File: config.mk
export PLATFORM = sky130hd
export DESIGN_NAME = axi_lite_sram
export DESIGN_NICKNAME = d
export VERILOG_FILES = /design/src/design/axi_lite_pkg.sv /design/src/design/sram_pkg.sv /design/src/design/sram_ctrl.sv /design/src/design/sram_addr_path.sv /design/src/design/sram_array.sv /design/src/design/axi_lite_sram.sv
export SDC_FILE = /design/constraint.sdc
export NUM_CORES = 2
export LEC_CHECK = 0
export ABC_AREA = 1
export ABC_CLOCK_PERIOD_IN_PS = 4300
export BUFFER_PORTS_ARGS = -buffer_cell sky130_fd_sc_hd__clkbuf_2
export CAP_MARGIN = 20
export CORE_ASPECT_RATIO = 1.5
export CORE_MARGIN = 8
export CORE_UTILIZATION = 35
export DETAILED_ROUTE_END_ITERATION = 16
export HOLD_SLACK_MARGIN = 0.02
export PLACE_DENSITY = 0.55
export SLEW_MARGIN = 20
export SYNTH_ARGS = -nofsm -noshare
export SYNTH_HDL_FRONTEND = slang
export SYNTH_SLANG_ARGS = --single-unit
export TNS_END_PERCENT = 10
File: constraint.sdc
create_clock -name clk -period 4.3 [get_ports clk]
set_clock_uncertainty 0.1 [all_clocks]
set_input_delay 0.215 -clock clk [delete_from_list [all_inputs] [get_ports clk]]
set_output_delay 0.215 -clock clk [all_outputs]
set_load 0.01 [all_outputs]
File: src/design/axi_lite_pkg.sv
package axi_lite_pkg;

    // bus widths
    localparam int ADDR_W = 32;
    localparam int DATA_W = 32;
    localparam int STRB_W = DATA_W / 8;

    typedef logic [ADDR_W-1:0] addr_t;
    typedef logic [DATA_W-1:0] data_t;
    typedef logic [STRB_W-1:0] strb_t;

    // response codes, only the two this slave ever returns
    typedef enum logic [1:0] {
        RESP_OKAY   = 2'b00,
        RESP_SLVERR = 2'b10
    } resp_t;

endpackage

File: src/design/sram_pkg.sv
package sram_pkg;

    // storage size in 32-bit words
    localparam int DEPTH   = 64;
    localparam int INDEX_W = $clog2(DEPTH);

    // edges from address acceptance to array access
    localparam int ACCESS_LATENCY = 2;
    localparam int LAT_W          = $clog2(ACCESS_LATENCY + 1);

    typedef logic [INDEX_W-1:0] index_t;
    typedef logic [LAT_W-1:0]   lat_cnt_t;

    // read channel FSM
    typedef enum logic [1:0] {
        RD_IDLE,
        RD_WAIT,
        RD_RESP
    } rd_state_t;

    // write channel FSM
    typedef enum logic [1:0] {
        WR_IDLE,
        WR_WAIT,
        WR_RESP
    } wr_state_t;

endpackage

File: src/design/sram_ctrl.sv
module sram_ctrl (
    input  logic clk,
    input  logic rst_n,

    // read channel handshakes
    input  logic arvalid,
    output logic arready,
    output logic rvalid,
    input  logic rready,

    // write channel handshakes
    input  logic awvalid,
    input  logic wvalid,
    output logic awready,
    output logic wready,
    output logic bvalid,
    input  logic bready,

    // datapath strobes
    output logic rd_capture,
    output logic rd_fire,
    output logic wr_capture,
    output logic wr_commit
);

    sram_pkg::rd_state_t rd_state;
    sram_pkg::wr_state_t wr_state;
    sram_pkg::lat_cnt_t  rd_cnt;
    sram_pkg::lat_cnt_t  wr_cnt;

    // low until the first edge after reset releases
    logic live;

    logic wr_accept;

    always_ff @(posedge clk) begin
        if (!rst_n) begin
            live <= 1'b0;
        end else begin
            live <= 1'b1;
        end
    end

    // read side accepts one address at a time
    assign arready    = live && (rd_state == sram_pkg::RD_IDLE);
    assign rd_capture = arvalid && arready;

    // array read happens on the edge that ends this cycle
    assign rd_fire = (rd_state == sram_pkg::RD_WAIT) &&
                     (rd_cnt == sram_pkg::lat_cnt_t'(sram_pkg::ACCESS_LATENCY - 1));

    assign rvalid = (rd_state == sram_pkg::RD_RESP);

    always_ff @(posedge clk) begin
        if (!rst_n) begin
            rd_state <= sram_pkg::RD_IDLE;
            rd_cnt   <= '0;
        end else begin
            case (rd_state)
                sram_pkg::RD_IDLE: begin
                    if (rd_capture) begin
                        rd_state <= sram_pkg::RD_WAIT;
                        rd_cnt   <= '0;
                    end
                end
                sram_pkg::RD_WAIT: begin
                    rd_cnt <= rd_cnt + 1'b1;
                    // one extra edge for the datapath to form rdata
                    if (rd_cnt == sram_pkg::lat_cnt_t'(sram_pkg::ACCESS_LATENCY)) begin
                        rd_state <= sram_pkg::RD_RESP;
                    end
                end
                sram_pkg::RD_RESP: begin
                    if (rready) begin
                        rd_state <= sram_pkg::RD_IDLE;
                    end
                end
                default: rd_state <= sram_pkg::RD_IDLE;
            endcase
        end
    end

    // AW and W are taken together so both readies follow both valids
    assign wr_accept  = live && (wr_state == sram_pkg::WR_IDLE) && awvalid && wvalid;
    assign awready    = wr_accept;
    assign wready     = wr_accept;
    assign wr_capture = wr_accept;

    assign wr_commit = (wr_state == sram_pkg::WR_WAIT) &&
                       (wr_cnt == sram_pkg::lat_cnt_t'(sram_pkg::ACCESS_LATENCY - 1));

    assign bvalid = (wr_state == sram_pkg::WR_RESP);

    always_ff @(posedge clk) begin
        if (!rst_n) begin
            wr_state <= sram_pkg::WR_IDLE;
            wr_cnt   <= '0;
        end else begin
            case (wr_state)
                sram_pkg::WR_IDLE: begin
                    if (wr_capture) begin
                        wr_state <= sram_pkg::WR_WAIT;
                        wr_cnt   <= '0;
                    end
                end
                sram_pkg::WR_WAIT: begin
                    wr_cnt <= wr_cnt + 1'b1;
                    if (wr_cnt == sram_pkg::lat_cnt_t'(sram_pkg::ACCESS_LATENCY)) begin
                        wr_state <= sram_pkg::WR_RESP;
                    end
                end
                sram_pkg::WR_RESP: begin
                    if (bready) begin
                        wr_state <= sram_pkg::WR_IDLE;
                    end
                end
                default: wr_state <= sram_pkg::WR_IDLE;
            endcase
        end
    end

    // a pending response must not drop before the master takes it
    rvalid_hold: assert property (
        @(posedge clk) disable iff (!rst_n)
        rvalid && !rready |=> rvalid
    ) else $error("rvalid dropped before rready");

    bvalid_hold: assert property (
        @(posedge clk) disable iff (!rst_n)
        bvalid && !bready |=> bvalid
    ) else $error("bvalid dropped before bready");

    // each fire traces back to one capture in the wait window and leads on to rvalid
    rd_fire_in_wait: assert property (
        @(posedge clk) disable iff (!rst_n)
        rd_fire |-> $past(rd_capture, sram_pkg::ACCESS_LATENCY) ##2 rvalid
    ) else $error("rd_fire without a matching capture or not followed by rvalid");

endmodule

File: src/design/sram_addr_path.sv
module sram_addr_path (
    input  logic                clk,
    input  logic                rst_n,
    input  logic                rd_capture,
    input  logic                rd_fire,
    input  logic                wr_capture,
    input  logic                wr_commit,
    input  axi_lite_pkg::addr_t araddr,
    input  axi_lite_pkg::addr_t awaddr,
    input  axi_lite_pkg::data_t wdata,
    input  axi_lite_pkg::strb_t wstrb,
    output sram_pkg::index_t    rd_index,
    output sram_pkg::index_t    wr_index,
    output axi_lite_pkg::data_t wr_data,
    output axi_lite_pkg::strb_t wr_strb,
    output logic                wr_en,
    input  axi_lite_pkg::data_t rd_word,
    output axi_lite_pkg::data_t rdata,
    output axi_lite_pkg::resp_t rresp,
    output axi_lite_pkg::resp_t bresp
);

    logic rd_in_range;
    logic wr_in_range;
    logic rd_fire_q;

    // byte offset bits are dropped before the range check
    function automatic logic in_range(input axi_lite_pkg::addr_t addr);
        return (addr >> 2) < axi_lite_pkg::addr_t'(sram_pkg::DEPTH);
    endfunction

    always_ff @(posedge clk) begin
        if (rd_capture) begin
            rd_index    <= araddr[2 +: sram_pkg::INDEX_W];
            rd_in_range <= in_range(araddr);
        end
        if (wr_capture) begin
            wr_index    <= awaddr[2 +: sram_pkg::INDEX_W];
            wr_in_range <= in_range(awaddr);
            wr_data     <= wdata;
            wr_strb     <= wstrb;
        end
        // array word is valid one edge after the fire
        if (rd_fire_q) begin
            rdata <= rd_in_range ? rd_word : '0;
            rresp <= rd_in_range ? axi_lite_pkg::RESP_OKAY : axi_lite_pkg::RESP_SLVERR;
        end
        if (wr_commit) begin
            bresp <= wr_in_range ? axi_lite_pkg::RESP_OKAY : axi_lite_pkg::RESP_SLVERR;
        end
    end

    always_ff @(posedge clk) begin
        if (!rst_n) begin
            rd_fire_q <= 1'b0;
        end else begin
            rd_fire_q <= rd_fire;
        end
    end

    // out-of-range writes never reach the array
    assign wr_en = wr_commit && wr_in_range;

endmodule

File: src/design/sram_array.sv
module sram_array (
    input  logic                clk,
    input  logic                rd_en,
    input  sram_pkg::index_t    rd_index,
    output axi_lite_pkg::data_t rd_word,
    input  logic                wr_en,
    input  sram_pkg::index_t    wr_index,
    input  axi_lite_pkg::data_t wr_data,
    input  axi_lite_pkg::strb_t wr_strb
);

    axi_lite_pkg::data_t mem [sram_pkg::DEPTH];

    // byte-lane write
    always_ff @(posedge clk) begin
        if (wr_en) begin
            for (int lane = 0; lane < axi_lite_pkg::STRB_W; lane++) begin
                if (wr_strb[lane]) begin
                    mem[wr_index][8*lane +: 8] <= wr_data[8*lane +: 8];
                end
            end
        end
    end

    // registered read, sees the old word on a same-edge write
    always_ff @(posedge clk) begin
        if (rd_en) begin
            rd_word <= mem[rd_index];
        end
    end

    // once reset has made wr_en known it must stay known
    wr_en_known: assert property (
        @(posedge clk)
        !$isunknown($past(wr_en)) |-> !$isunknown(wr_en)
    ) else $error("wr_en went unknown after reset");

endmodule

File: src/design/axi_lite_sram.sv
module axi_lite_sram (
    input  logic                clk,
    input  logic                rst_n,

    // read address
    input  axi_lite_pkg::addr_t araddr,
    input  logic                arvalid,
    output logic                arready,

    // read data
    output axi_lite_pkg::data_t rdata,
    output axi_lite_pkg::resp_t rresp,
    output logic                rvalid,
    input  logic                rready,

    // write address
    input  axi_lite_pkg::addr_t awaddr,
    input  logic                awvalid,
    output logic                awready,

    // write data
    input  axi_lite_pkg::data_t wdata,
    input  axi_lite_pkg::strb_t wstrb,
    input  logic                wvalid,
    output logic                wready,

    // write response
    output axi_lite_pkg::resp_t bresp,
    output logic                bvalid,
    input  logic                bready
);

    logic rd_capture;
    logic rd_fire;
    logic wr_capture;
    logic wr_commit;
    logic wr_en;

    sram_pkg::index_t    rd_index;
    sram_pkg::index_t    wr_index;
    axi_lite_pkg::data_t wr_data;
    axi_lite_pkg::strb_t wr_strb;
    axi_lite_pkg::data_t rd_word;

    sram_ctrl u_ctrl (
        .clk        (clk),
        .rst_n      (rst_n),
        .arvalid    (arvalid),
        .arready    (arready),
        .rvalid     (rvalid),
        .rready     (rready),
        .awvalid    (awvalid),
        .wvalid     (wvalid),
        .awready    (awready),
        .wready     (wready),
        .bvalid     (bvalid),
        .bready     (bready),
        .rd_capture (rd_capture),
        .rd_fire    (rd_fire),
        .wr_capture (wr_capture),
        .wr_commit  (wr_commit)
    );

    sram_addr_path u_addr_path (
        .clk        (clk),
        .rst_n      (rst_n),
        .rd_capture (rd_capture),
        .rd_fire    (rd_fire),
        .wr_capture (wr_capture),
        .wr_commit  (wr_commit),
        .araddr     (araddr),
        .awaddr     (awaddr),
        .wdata      (wdata),
        .wstrb      (wstrb),
        .rd_index   (rd_index),
        .wr_index   (wr_index),
        .wr_data    (wr_data),
        .wr_strb    (wr_strb),
        .wr_en      (wr_en),
        .rd_word    (rd_word),
        .rdata      (rdata),
        .rresp      (rresp),
        .bresp      (bresp)
    );

    // array read is driven straight from the fire strobe
    sram_array u_array (
        .clk      (clk),
        .rd_en    (rd_fire),
        .rd_index (rd_index),
        .rd_word  (rd_word),
        .wr_en    (wr_en),
        .wr_index (wr_index),
        .wr_data  (wr_data),
        .wr_strb  (wr_strb)
    );

endmodule

==> results_dict.tcl <==
set metrics [dict create \
    fin_area_um2 101000 \
    final_cells 11110 \
    root_buffer "clkbuf_16" \
    slew_headroom 0.213 \
    startpoint_type "flip-flop" \
    swShare 0.218 \
    wl_per_cell_um 24.1 \
    coreArea_um2 249000 \
    comb_power_share 0.045 \
    setup_viol 0 \
    fin_tns_setup_ns 0 \
    power.density_nw_per_um2 432 \
    drc_errors 0 \
    status "complete, no violations" \
    p_int_w 0.0342 \
    finalWirelength_mm 267 \
    place_inst 10620 \
    globalplace.congestion 0.845 \
    regToRegStartpoint "u_addr_path.wr_index[5]$_DFFE_PP_" \
    final_cell_mix "2347 x nand2_1, 2164 x edfxtp_1, 1904 x nand3_1" \
    syn_inst 7287 \
    worst_pin_slew_ns 1.18 \
    fin_crit_ns 3.47 \
    drive_above_1_share 0.107 \
    n_fill_cell 23484 \
    ys_async_sr_fraction 0 \
    vdd_drop_max_uv 327 \
    clock_path_buffers 4 \
    netlist_area_um2 87400 \
    p_leak_nw 35.7 \
    dieArea_um2 266000 \
    die_h_um 628 \
    final_nets 7760 \
    hold_class "primary input to flip-flop" \
    yosys_most_used_dff "edfxtp_1" \
    reg2reg_depth 4 \
    hold_depth 4 \
    cts_setup_buffers 0 \
    grtUsageTotal 0.193 \
    antenna_found_initial 8 \
    cp.arrival_ns 3.83 \
    insertion_delay_ns 0.88 \
    place_area_um2 93300 \
    drt_first_iter_violations 5798 \
    clockPowerShare 0.424 \
    p_total_w 0.0437 \
    initial_core_util 0.351 \
    synth_area_per_cell_um2 12.0 \
    routed_via_density 5.16 \
    r2r_setup_slack_ns 0.83 \
    switchingPower_w 0.00951 \
    pwr-share-seq 0.531 \
    cts_max_level 4 \
    ys_seq_elements 2174 \
    hold_violations 0 \
    num_rows 225 \
    vias 57330 \
    seq_area_frac_synth 0.745 \
    crit_type "flip-flop to flip-flop" \
    synth_edf_count 2164 \
    areaGrowthSynthToFinish_pct 15.7 \
    maxCapViolCount 0 \
    num_io_pins 148 \
    cts_tree "yes" \
    required_ns 4.67 \
    clk_pin_slew_ns 0.07 \
    synthDistinctLibCells 26 \
    end_kind "flip-flop" \
    drtPass1Iterations 7 \
    clock.fmax_mhz 289 \
    fin_crit_sh 0.806 \
    final_common_cell "nand2_1" \
    worst_r2r_endpoint "u_array.mem[51][30]$_DFFE_PP_" \
    die_w_um 424 \
    grt_pass1_wl_mm 385 \
    dp_hpwl_mm 161 \
    ys_warn_count 0 \
    final_max_slew_viol_count 0 \
    grt_pass1_vias 55211 \
    rsz0062_at_grt "false" \
    min-delay-start "wvalid" \
    cts_buffers 210 \
    grt_max_degree 146 \
    worstPathMaxFanout 8 \
    overflow 0 \
    whs_endpoint "u_addr_path.wr_data[28]$_DFFE_PP_" \
    ant_nets 0 \
    port_buffers 141 \
    clock-sinks 2174 \
]
-- worst max path at each step --
stage	cells after the start	from	endpoint
floorplan	3	u_ctrl.live$_DFF_P_	wready
global placement	4	u_addr_path.wr_index[5]$_DFFE_PP_	u_array.mem[44][15]$_DFFE_PP_
detailed placement	4	u_addr_path.wr_index[5]$_DFFE_PP_	u_array.mem[44][15]$_DFFE_PP_
CTS	4	u_addr_path.wr_index[5]$_DFFE_PP_	u_array.mem[44][9]$_DFFE_PP_
global route	4	u_addr_path.wr_index[5]$_DFFE_PP_	u_array.mem[50][31]$_DFFE_PP_
finish	4	u_addr_path.wr_index[5]$_DFFE_PP_	u_array.mem[51][30]$_DFFE_PP_
-- cell families (layout without fill, tap and decap cells) --
logic type | Yosys count | in the layout | synth area share
simple gates | 4561 | 4561 | 0.224
flops | 2174 | 2174 | 0.745
buf+inv | 539 | 1066 | 0.0296
compound gates | 8 | 8 | 0.000501
fa+ha+maj | 4 | 4 | 0.000572
other cells | 1 | 6 | 0.0000429
-- power groups by stage --
| stage | logic, W | registers (W) | clock network, W |
|---|---|---|---|
| 5_1_grt | 0.00215 | 0.0232 | 0.0196 |
| 4_1_cts | 0.00199 | 0.0232 | 0.0189 |
| 6_report | 0.00198 | 0.0232 | 0.0185 |
| 3_5_place_dp | 0.00191 | 0.0236 | 0 |
| 3_3_place_gp | 0.00190 | 0.0236 | 0 |
| 2_1_floorplan | 0.00109 | 0.0237 | 0 |
-- area by class of cell --
class / instances / area (um2) / share of cell area
diodes: 4 / 10.0 / 0.0000989
clock buffers: 244 / 5430 / 0.0536
repair buffers: 625 / 5120 / 0.0506
flip-flops and latches: 2174 / 65200 / 0.644
well taps: 3291 / 4120 / 0.0407
multi-input cells: 4575 / 19700 / 0.195
inverters: 63 / 270 / 0.00267
clock inverters: 134 / 1330 / 0.0131
-- stage by stage --
step	utilization	setup WS (ns)	hold WS, ns
after floorplan	-	1.40	0.143
final	0.406	0.835	0.0588
after global placement	0.374	1.16	0.251
after global routing	0.406	0.828	0.0927
after detailed placement	0.374	1.05	0.252
after CTS	0.406	1.01	0.0548
-- state kept, by name (all words and copies together) (netlist names), 2 cells and up --
register and count:
u_addr_path.rd_index 6, u_ctrl.rd_state 2, u_ctrl.rd_cnt 2, u_array.mem 2048, u_addr_path.rdata 32, u_ctrl.wr_state 2
u_addr_path.wr_index 6, u_addr_path.wr_data 32, u_ctrl.wr_cnt 2, u_array.rd_word 32, u_addr_path.wr_strb 4
-- routing by layer --
metal	track usage	part of all wire	vias up	routed length, um
met1	0.244	0.39	28142	105000
met4	0.102	0.063	2	16800
met3	0.0294	0.068	528	18100
met2	0.320	0.48	2213	128000
li1	-	-	26445	-
met5	0	0.000056	-	15
-- worst max-delay path, stage by stage (launching register included) --
cell and delay, ns:
edfxtp_1 0.45, inv_1 0.11, nor3_1 0.73, nand2_1 0.85
nor2_1 0.81
-- cells in the mapped netlist, types with 10 or more instances --
master    instances  area share
buf_1            33      0.0014
inv_1            60      0.0026
nand3_1        1904        0.11
buf_4            36      0.0031
nor3_1           18      0.0010
dfxtp_1          10      0.0023
buf_2           306       0.018
nor2_1          270       0.012
nor4_1           12     0.00086
clkbuf_1         95      0.0041
edfxtp_1       2164        0.74
nand2_1        2351        0.10
-- timing repair --
action,CTS,global route
gates resized for setup,0,0
endpoints found under the hold margin,60,0
hold buffers,108,0
(Power assumes the default switching activity.)
